File: src/hdl/ooo_params.svh
`ifndef OOO_PARAMS_SVH
`define OOO_PARAMS_SVH

// Datapath and structure sizes
`define OOO_XLEN      32
`define OOO_PREGS     64
`define OOO_RS_DEPTH  16
`define OOO_DISP_W    2
`define OOO_NUM_FU    3    // Also the number of writeback ports
`define OOO_PC_W      7

// RV32 major opcodes handled by the stage
`define OP_IMM    7'b0010011
`define OP_REG    7'b0110011
`define OP_LOAD   7'b0000011
`define OP_STORE  7'b0100011

// func3 / func7 codes of the supported ALU operations
`define F3_ADD  3'b000
`define F3_XOR  3'b100
`define F3_SRA  3'b101
`define F3_AND  3'b111
`define F7_SUB  7'b0100000

`define MEM_FU  2          // Loads and stores only

`endif

File: src/hdl/ooo_pkg.sv
package ooo_pkg;

`include "ooo_params.svh"

	typedef logic [`OOO_XLEN-1:0]             xlen_t;
	typedef logic [$clog2(`OOO_PREGS)-1:0]    preg_t;
	typedef logic [$clog2(`OOO_RS_DEPTH)-1:0] rs_idx_t;
	typedef logic [`OOO_PC_W-1:0]             pc_t;
	typedef logic [1:0]                       fu_t;
	typedef logic [6:0]                       opcode_t;
	typedef logic [2:0]                       funct3_t;
	typedef logic [6:0]                       funct7_t;

	// One reservation station row
	typedef struct packed {
		logic    in_use;
		pc_t     pc;
		opcode_t opcode;
		funct3_t funct3;
		funct7_t funct7;
		preg_t   dest;

		preg_t   src1_reg;
		xlen_t   src1_data;
		logic    src1_rdy;

		// Holds the immediate for I and S formats, then src2_rdy is set
		preg_t   src2_reg;
		xlen_t   src2_data;
		logic    src2_rdy;

		// Store data register, only waited on and never read here
		preg_t   sw_reg;
		logic    sw_rdy;

		fu_t     fu;          // FU this row is routed to
	} rs_row_t;

endpackage

File: src/hdl/issue_ctrl.sv
`timescale 1ns/1ps
`include "ooo_params.svh"

module issue_ctrl (
	input  logic                      clk_i,
	input  logic                      rst_i,
	input  logic [`OOO_DISP_W-1:0]    disp_valid_i,
	input  ooo_pkg::opcode_t          disp_opcode_i [`OOO_DISP_W],
	input  logic [`OOO_RS_DEPTH-1:0]  row_in_use_i,
	input  logic [`OOO_RS_DEPTH-1:0]  row_ready_i,
	input  ooo_pkg::fu_t              row_fu_i      [`OOO_RS_DEPTH],
	output logic [`OOO_DISP_W-1:0]    row_write_o,
	output ooo_pkg::rs_idx_t          row_wr_idx_o  [`OOO_DISP_W],
	output ooo_pkg::fu_t              row_fu_tag_o  [`OOO_DISP_W],
	output logic                      disp_space_o,
	output logic [`OOO_NUM_FU-1:0]    issue_o,
	output ooo_pkg::rs_idx_t          issue_idx_o   [`OOO_NUM_FU]
);
	import ooo_pkg::*;

	logic [`OOO_DISP_W-1:0] is_mem;
	logic [`OOO_DISP_W-1:0] is_known;
	logic [`OOO_DISP_W-1:0] alu_wr;
	logic                   alu_sel_q;   // ALU that gets the next ALU instruction
	logic                   alu_sel_nxt;

	// Lowest free rows, one per slot
	always_comb begin
		int unsigned n;
		n = 0;
		for (int s = 0; s < `OOO_DISP_W; s++)
			row_wr_idx_o[s] = '0;
		for (int r = 0; r < `OOO_RS_DEPTH; r++) begin
			if (!row_in_use_i[r] && n < `OOO_DISP_W) begin
				row_wr_idx_o[n] = rs_idx_t'(r);
				n++;
			end
		end
		disp_space_o = (n == `OOO_DISP_W);
	end

	// Write strobes and FU routing, slot 0 takes the toggle first
	always_comb begin
		logic sel;
		sel = alu_sel_q;
		for (int s = 0; s < `OOO_DISP_W; s++) begin
			is_mem[s]   = (disp_opcode_i[s] == `OP_LOAD) || (disp_opcode_i[s] == `OP_STORE);
			is_known[s] = is_mem[s] || (disp_opcode_i[s] == `OP_IMM) ||
			              (disp_opcode_i[s] == `OP_REG);
			row_write_o[s] = disp_valid_i[s] && is_known[s] && disp_space_o;
			alu_wr[s] = row_write_o[s] && !is_mem[s];
			row_fu_tag_o[s] = is_mem[s] ? fu_t'(`MEM_FU) : fu_t'(sel);
			if (alu_wr[s])
				sel = ~sel;
		end
		alu_sel_nxt = sel;
	end

	always_ff @(posedge clk_i) begin
		if (rst_i)
			alu_sel_q <= 1'b0;
		else
			alu_sel_q <= alu_sel_nxt;
	end

	// Per FU pick, the downward scan leaves the lowest matching row
	always_comb begin
		for (int f = 0; f < `OOO_NUM_FU; f++) begin
			issue_o[f]     = 1'b0;
			issue_idx_o[f] = '0;
			for (int r = `OOO_RS_DEPTH - 1; r >= 0; r--) begin
				if (row_in_use_i[r] && row_ready_i[r] && row_fu_i[r] == fu_t'(f)) begin
					issue_o[f]     = 1'b1;
					issue_idx_o[f] = rs_idx_t'(r);
				end
			end
		end
	end

	// Upstream has to hold off while fewer than two rows are free
	a_disp_needs_space: assert property (@(posedge clk_i) disable iff (rst_i)
		(|disp_valid_i) |-> disp_space_o)
		else $error("dispatch strobe while disp_space_o is low");

endmodule

File: config.mk
export PLATFORM = sky130hd
export DESIGN_NAME = issue_ctrl
export DESIGN_NICKNAME = d
export VERILOG_FILES = /design/src/hdl/ooo_pkg.sv /design/src/hdl/issue_ctrl.sv
export VERILOG_INCLUDE_DIRS = /design/src /design/src/hdl
export SDC_FILE = /design/constraint.sdc
export NUM_CORES = 1
export LEC_CHECK = 0
export ABC_AREA = 1
export ABC_CLOCK_PERIOD_IN_PS = 25500
export BUFFER_PORTS_ARGS = -buffer_cell sky130_fd_sc_hd__clkbuf_2
export CAP_MARGIN = 15
export CORE_MARGIN = 2
export CORE_UTILIZATION = 55
export DETAILED_ROUTE_END_ITERATION = 8
export HOLD_SLACK_MARGIN = 0.06
export PLACE_DENSITY = 0.88
export SYNTH_ARGS = -nofsm -noshare
export SYNTH_HDL_FRONTEND = slang
export SYNTH_SLANG_ARGS = --single-unit
export TNS_END_PERCENT = 20
File: constraint.sdc
create_clock -name clk_i -period 25.5 [get_ports clk_i]
set_input_delay 5.1 -clock clk_i [delete_from_list [all_inputs] [get_ports clk_i]]
set_output_delay 5.1 -clock clk_i [all_outputs]
set_load 0.02 [all_outputs]
==> results_dict.tcl, run 1 <==
set metrics [dict create \
    routed_wirelength_um 7976 \
    top_register "alu_sel_q" \
    cp_slowest_cell "ha_1" \
    final_cell_area_mm2 0.003542 \
    slowest_delay_ps 330 \
    cts.hold.buffers_added 0 \
    antenna_found_initial 0 \
    num_vias 3634 \
    start_util_pct 56.96 \
    status "completed" \
    dr.pass1.iters 4 \
    synth_seq_cells 1 \
    endpoint_kind "output pin" \
    period_share_pct 76.41 \
    grt_max_degree 8 \
    cts_resized 0 \
    synthesis.area_mm2 0.002909 \
    critPathArrivalTime_ps 14380 \
    yosysSeqAreaShare_pct 0.6882 \
    leakage_nw 2.208 \
    synth-edff-count 0 \
    r2r_start "alu_sel_q" \
    clk_latency_ps 0 \
    ys_types 36 \
    die_h_um 76.73 \
    design.portCount 112 \
    dieArea_mm2 0.005887 \
    path_clk_slew_ps 0 \
    grt_pass1_wl_um 13770 \
    vias_per_cell 5.118 \
    area_growth_pct 21.76 \
    place_hpwl_um 7296 \
    drive_above_1_share_pct 30.78 \
    syn-instance-count 531 \
    setup_tns_ps 0 \
    setup_violations 0 \
    p_total_mw 0.2368 \
    io_buffer_count 109 \
    drc 0 \
    gp_congestion 0.9661 \
    clock.fmax_mhz 51.33 \
    synth-main-ff-cell "dfxtp_1" \
    critPathLaunch "row_in_use_i[0]" \
    row_count 26 \
    globalRouteOverflowTotal 0 \
    cp_data_required_time_ps 20400 \
    layout_min_cycle_time_ps 19480 \
    gr-usage-all-layers_pct 26.87 \
    worst_slew_pin_slew_ps 445.9 \
    use_met2_pct 52.02 \
    worstHoldStart "alu_sel_q" \
    skew_ps 0 \
    wire_per_inst_um 11.23 \
    largestRegisters "alu_sel_q (1)" \
    antenna_cells 0 \
    top_usage_layer "met2" \
    yosys_warnings 0 \
    hold_class "flop to flop" \
    async_flop_share_pct 0 \
    hold_viol_final 0 \
    worstSetupPathType "primary input to output pin" \
    core_region_area_mm2 0.005107 \
    rsz0062_at_grt "no" \
    final_cell_mix "clkbuf_2, nand2_1, inv_1" \
    dpl_cell_area_mm2 0.003542 \
    grt_pass1_vias 3393 \
    synth_area_per_cell_um2 5.478 \
    worst_slack_ps 6016 \
    powerDensity_mw_per_mm2 66.85 \
    fp.dieW_um 76.73 \
    drv_cap 0 \
    rr_worst_depth 4 \
    final_util_pct 69.35 \
    use_met3_pct 1.529 \
    hold_path_depth 3 \
    largest_reg_flops 1 \
    drtAntennaViolNets 0 \
    final_common_cell "clkbuf_2" \
    maxSlewHeadroom_pct 70.04 \
    drt_iter0_markers 188 \
    fin_nets 753 \
    met1_usage_pct 33.19 \
    path_max_fanout 7 \
    cp-start-kind "primary input" \
    peakVddDrop_uv 56.58 \
    postCtsSetupRepairBufs 0 \
    post-place-ws_ps 6021 \
    syn_nets 642 \
    slew_viol_final 0 \
]
[cell usage after synthesis, types with 2 or more instances]
cell      count  area, um^2
nor2_1       69       259.0
a21oi_1      17       85.08
o31ai_1       3       22.52
nor3_1       40       200.2
nor2_2        5       31.28
nand3_1      28       140.1
o211ai_1      2       15.01
a21boi_0      2       15.01
inv_1        99       371.6
nand2_2      18       112.6
inv_4         3       18.77
a31oi_2       4       50.05
a31oi_4       3       63.81
nand2_4      11       123.9
nand3_2       5       50.05
ha_1         29       362.9
inv_2        25       93.84
o21ai_0      11       55.05
a31oi_1       3       18.77
nor2_4        5       56.30
nand2_1     103       386.6
nand4_2       2       25.02
nand4_1      31       193.9
[report_power, final]
part / leakage [nW] / switching [mW] / internal, mW
clock network: 0 / 0 / 0
registers: 0.00806 / 0.0000210 / 0.00164
logic: 2.20 / 0.154 / 0.0810
[routing by layer]
layer	wire length, um	up-vias
li1	-	1922
met1	3642	1596
met2	3864	110
met3	416	6
met4	53	0
met5	0	-
[final timing paths]
path                          end  slack, ps
setup reg to reg        alu_sel_q      24680
hold reg to reg         alu_sel_q        600
setup / recovery  row_fu_tag_o[0]       6020
hold / removal          alu_sel_q        600
[layout make-up]
| type | count | area, um^2 |
|---|---|---|
| sequential | 1 | 20.02 |
| fill | 462 | 1565 |
| multi-input combinational | 403 | 2405 |
| timing repair buffer | 109 | 545.5 |
| inverter | 127 | 484.2 |
| tap | 70 | 87.58 |
[per-stage QoR]
step	hold slack, ps	instances
global placement	575.3	710
detailed placement	602.6	710
global route	664.0	710
finish	599.2	710
floorplan	548.5	531
CTS	604.3	710
[logic make-up after synthesis]
group / count (synthesis) / synth area share [%]
AOI/OAI and AO/OA: 50 / 13.29
xor gates and xnor gates: 2 / 0.8604
adders and majority gates: 29 / 12.47
buffers and inverters: 127 / 16.65
DFF: 1 / 0.6882
and+or+nand+nor: 322 / 56.04
[worst max-delay path, delay by kind of cell]
family / cells / cell delay, ps
simple gates: 26 / 2750
compound gates: 4 / 760
buf+inv: 25 / 1790
fa+ha+maj: 14 / 3980
No activity file was read; power rests on OpenSTA's default activity.
==> run 2, diff against run 1 <==
--- a/config.mk
+++ b/config.mk
@@ -7,14 +7,14 @@
 export NUM_CORES = 1
 export LEC_CHECK = 0
 export ABC_AREA = 1
-export ABC_CLOCK_PERIOD_IN_PS = 25500
+export ABC_CLOCK_PERIOD_IN_PS = 18200
 export BUFFER_PORTS_ARGS = -buffer_cell sky130_fd_sc_hd__clkbuf_2
 export CAP_MARGIN = 15
 export CORE_MARGIN = 2
-export CORE_UTILIZATION = 55
+export CORE_UTILIZATION = 51
 export DETAILED_ROUTE_END_ITERATION = 8
 export HOLD_SLACK_MARGIN = 0.06
-export PLACE_DENSITY = 0.88
+export PLACE_DENSITY = 0.83
 export SYNTH_ARGS = -nofsm -noshare
 export SYNTH_HDL_FRONTEND = slang
 export SYNTH_SLANG_ARGS = --single-unit
==> constraint.sdc (replaced) <==
create_clock -name clk_i -period 18.2 [get_ports clk_i]
set_input_delay 3.64 -clock clk_i [delete_from_list [all_inputs] [get_ports clk_i]]
set_output_delay 3.64 -clock clk_i [all_outputs]
set_load 0.02 [all_outputs]
==> results_dict.tcl, run 2 (same netlist as run 1, synthesis figures left out) <==
set metrics [dict create \
    antenna_cells 0 \
    io_buffer_count 109 \
    dr.pass1.iters 4 \
    worst_slew_pin_slew_ps 382.4 \
    fp.dieW_um 79.53 \
    design.portCount 112 \
    drtAntennaViolNets 0 \
    grt_pass1_vias 3277 \
    pwr-share-seq_pct 0.7 \
    swShare_pct 65.14 \
    post-place-ws_ps 1591 \
    slowest_delay_ps 330 \
    p_comb_share_pct 99.3 \
    cts_resized 0 \
    cp_top_family "adder cells" \
    cp-start-kind "primary input" \
    dpl.cell_count 712 \
    worst_slack_ps 1570 \
    endpoint_kind "output pin" \
    p_clk_share_pct 0 \
    routed_wirelength_um 7901 \
    drv_cap 0 \
    final_cell_mix "clkbuf_2, nand2_1, inv_1" \
    hold_class "flop to flop" \
    largest_reg_flops 1 \
    vias_per_cell 5.124 \
    setup_tns_ps 0 \
    period_share_pct 91.37 \
    grt_pass1_wl_um 13620 \
    core_region_area_mm2 0.005507 \
    fin_nets 753 \
    place_hpwl_um 7267 \
    grt_max_degree 8 \
    maxSlewHeadroom_pct 74.31 \
    rsz0062_at_grt "no" \
    path_max_fanout 7 \
    worstSetupPathType "primary input to output pin" \
    dieArea_mm2 0.006324 \
    crit_buf_inv 25 \
    cp_data_required_time_ps 14560 \
    slew_viol_final 0 \
    postCtsSetupRepairBufs 0 \
    cp_slowest_cell "ha_1" \
    wire_per_inst_um 11.10 \
    clk_latency_ps 0 \
    row_count 27 \
    area_growth_pct 21.85 \
    layoutNonFillerInstCount 712 \
    path_clk_slew_ps 0 \
    setup_violations 0 \
    layout_min_cycle_time_ps 16630 \
    final_common_cell "clkbuf_2" \
    peakVddDrop_uv 98.73 \
    gp_congestion 0.9623 \
    hold_viol_final 0 \
    gr-usage-all-layers_pct 25.48 \
    skew_ps 0 \
    p_sw_mw 0.2171 \
    drive_above_1_share_pct 30.78 \
    powerDensity_mw_per_mm2 94.03 \
    largestRegisters "alu_sel_q (1)" \
    clock.fmax_mhz 60.13 \
    globalRouteOverflowTotal 0 \
    intPower_mw 0.1162 \
    whs_ps 578.0 \
    antenna_found_initial 0 \
    die_h_um 79.53 \
    status "completed" \
    cts.hold.buffers_added 0 \
    p_total_mw 0.3333 \
    drt_iter0_markers 219 \
    top_register "alu_sel_q" \
    leakage_nw 2.208 \
    start_util_pct 52.83 \
    critPathArrivalTime_ps 12990 \
    drc 0 \
    num_vias 3648 \
]
-- run 2: cell counts in the layout (fill, tap and decap cells not counted) --
No cell type changed its count.
-- run 2: metal layers --
layer | global-route usage [%] | share of wire [%] | wire length, um
met1 | 32.12 | 44 | 3498
met3 | 0.7919 | 6.7 | 527
met4 | 1.897 | 0.53 | 42
met5 | 0 | 0 | 0
met2 | 49.41 | 48 | 3831
-- run 2: cell type report --
cell class                 instances  area (um^2)
sequential                         1        20.02
timing repair buffer             109        545.5
multi-input combinational        403         2405
tap                               72        90.09
inverter                         127        484.2
fill                             534         1962
-- run 2: worst paths after layout --
path | start | end | slack, ps | cells past startpoint
setup / recovery | row_in_use_i[0] | row_fu_tag_o[0] | 1570 | 69
hold / removal | alu_sel_q | alu_sel_q | 580 | 3
setup reg to reg | alu_sel_q | alu_sel_q | 17410 | 4
hold reg to reg | alu_sel_q | alu_sel_q | 580 | 3
-- run 2: power by group through the flow --
stage          registers [mW]  logic, mW  clock network, mW
2_1_floorplan         0.00231      0.259                  0
6_report              0.00232      0.331                  0
4_1_cts               0.00232      0.332                  0
5_1_grt               0.00232      0.374                  0
3_3_place_gp          0.00232      0.319                  0
3_5_place_dp          0.00232      0.330                  0
-- run 2: metrics by stage --
step,util [%],area (um^2)
2_1_floorplan,-,2909
3_3_place_gp,64.37,3545
3_5_place_dp,64.37,3545
4_1_cts,64.37,3545
5_1_grt,64.37,3545
6_report,64.37,3545
-- run 2: tightest hold or removal path, stage by stage, from the launching register on --
cell and delay, ps:
dfxtp_1 280, nand2_1 90, a21oi_1 70, nor2_1 90
==> run 3, diff against run 2 <==
--- a/config.mk
+++ b/config.mk
@@ -14,6 +14,7 @@
 export CORE_UTILIZATION = 51
 export DETAILED_ROUTE_END_ITERATION = 8
 export HOLD_SLACK_MARGIN = 0.06
+export MAX_ROUTING_LAYER = met4
 export PLACE_DENSITY = 0.83
 export SYNTH_ARGS = -nofsm -noshare
 export SYNTH_HDL_FRONTEND = slang
==> constraint.sdc (replaced) <==
create_clock -name clk_i -period 18.2 [get_ports clk_i]
set_input_delay 5.46 -clock clk_i [delete_from_list [all_inputs] [get_ports clk_i]]
set_output_delay 5.46 -clock clk_i [all_outputs]
set_load 0.02 [all_outputs]
==> results_dict.tcl, run 3 (same netlist as run 1, synthesis figures left out) <==
set metrics [dict create \
    antenna_found_initial 0 \
    period_share_pct 102.9 \
    globalRouteOverflowTotal 0 \
    whs_ps 789.6 \
    dieArea_mm2 0.006324 \
    slew_viol_final 0 \
    cp_top_family "simple AND/OR/NAND/NOR gates" \
    maxSlewHeadroom_pct 58.74 \
    die_h_um 79.53 \
    top_register "alu_sel_q" \
    gp_congestion 0.9289 \
    status "finished with violations" \
    cp-start-kind "primary input" \
    largestRegisters "alu_sel_q (1)" \
    row_count 27 \
    endpoint_kind "output pin" \
    dpl.cell_count 800 \
    clock.fmax_mhz 53.38 \
    setup_tns_ps -4075 \
    r2r_end "alu_sel_q" \
    rr_worst_depth 6 \
    drive_above_1_share_pct 48.05 \
    cp_data_required_time_ps 12740 \
    design.portCount 112 \
    cp_slowest_cell "ha_4" \
    worst_slew_pin_slew_ps 614.2 \
    antenna_cells 0 \
    leakage_nw 2.714 \
    io_buffer_count 109 \
    hold_class "flop to flop" \
    final_cell_mix "buf_4, clkbuf_2, nand2_1" \
    core_region_area_mm2 0.005507 \
    worstHoldStart "alu_sel_q" \
    slowest_delay_ps 290 \
    num_vias 4402 \
    final_cell_area_mm2 0.004733 \
    fp.dieW_um 79.53 \
    routed_wirelength_um 11660 \
    path_max_fanout 3 \
    final_common_cell "buf_4" \
    critPathArrivalTime_ps 13270 \
    fillers 326 \
    clk_latency_ps 0 \
    failed_checks "setup timing" \
    drv_cap 0 \
    r2r_start "alu_sel_q" \
    fin_nets 858 \
    hold_viol_final 0 \
    hold_path_depth 5 \
    skew_ps 0 \
    path_clk_slew_ps 0 \
    setup_violations 12 \
    crit_buf_inv 24 \
    ff2ff_setup_slack_ps 17070 \
    dpl_cell_area_mm2 0.004452 \
    grt_max_degree 7 \
    layout_min_cycle_time_ps 18730 \
    cpMostUsedCell "inv_2" \
    gr-usage-all-layers_pct 33.05 \
    worst_slack_ps -534.3 \
    p_total_mw 0.5195 \
    grt_pass1_wl_um 16910 \
    drc 0 \
    cts.hold.buffers_added 0 \
    powerDensity_mw_per_mm2 109.8 \
    layoutNonFillerInstCount 817 \
    grt_pass1_vias 4098 \
    wire_per_inst_um 14.27 \
    start_util_pct 52.83 \
    min_to "alu_sel_q" \
    drtAntennaViolNets 0 \
    worstSetupPathType "primary input to output pin" \
    peakVddDrop_uv 90.56 \
    rsz0062_at_grt "yes" \
    vias_per_cell 5.388 \
    drt_iter0_markers 290 \
    area_growth_pct 62.71 \
    largest_reg_flops 1 \
    place_hpwl_um 8333 \
    dr.pass1.iters 8 \
]
==> run 3: metal layers <==
layer | part of all wire, % | wire length [um] | GRT usage (%) | vias to the layer above
li1 | - | - | - | 2136
met1 | 38 | 4422 | 36.38 | 1968
met2 | 50 | 5823 | 62.69 | 236
met3 | 6.9 | 799 | 2.036 | 62
met4 | 5.2 | 611 | 11.03 | 0
met5 | 0 | 0 | - | -
==> run 3: layout make-up <==
| type | count | area (um^2) | share of cell area (%) |
|---|---|---|---|
| flip-flops and latches | 1 | 20.02 | 0.4229 |
| repair buffers | 214 | 1404 | 29.66 |
| well taps | 72 | 90.09 | 1.903 |
| inverters | 127 | 504.2 | 10.65 |
| multi-input cells | 403 | 2715 | 57.36 |
==> run 3: worst max-delay path by stage <==
| stage | from | to | cells past startpoint |
|---|---|---|---|
| 3_5_place_dp | row_in_use_i[1] | row_fu_tag_o[0] | 69 |
| 3_3_place_gp | row_in_use_i[1] | row_fu_tag_o[0] | 69 |
| 5_1_grt | row_in_use_i[1] | row_fu_tag_o[0] | 72 |
| 2_1_floorplan | row_in_use_i[1] | row_fu_tag_o[0] | 66 |
| 4_1_cts | row_in_use_i[1] | row_fu_tag_o[0] | 69 |
| 6_report | row_in_use_i[1] | row_fu_tag_o[0] | 70 |
==> run 3: timing repair <==
item	CTS	global route
buffers inserted	10	8
resized for setup	18	20
endpoints found under the setup margin	12	12
pin swaps	19	25
==> run 3: where the power goes <==
group | internal, mW | switching, mW | total [mW]
Combinational | 0.231 | 0.286 | 0.517
Sequential | 0.00229 | 0.0000382 | 0.00233
Clock | 0 | 0 | 0
==> run 3: metrics by stage <==
| stage | setup WS, ps | utilization (%) |
|---|---|---|
| floorplan | -214.0 | - |
| global placement | -313.3 | 80.85 |
| finish | -534.3 | 85.96 |
| global route | -991.9 | 85.96 |
| CTS | -304.1 | 83.73 |
| detailed placement | -554.7 | 80.85 |
==> run 3: worst min-delay path: cells and delay by family (launching register included) <==
family	cells	cell delay [ps]
AND/OR/NAND/NOR	4	300
flip-flops	1	300
buffers and inverters	1	130
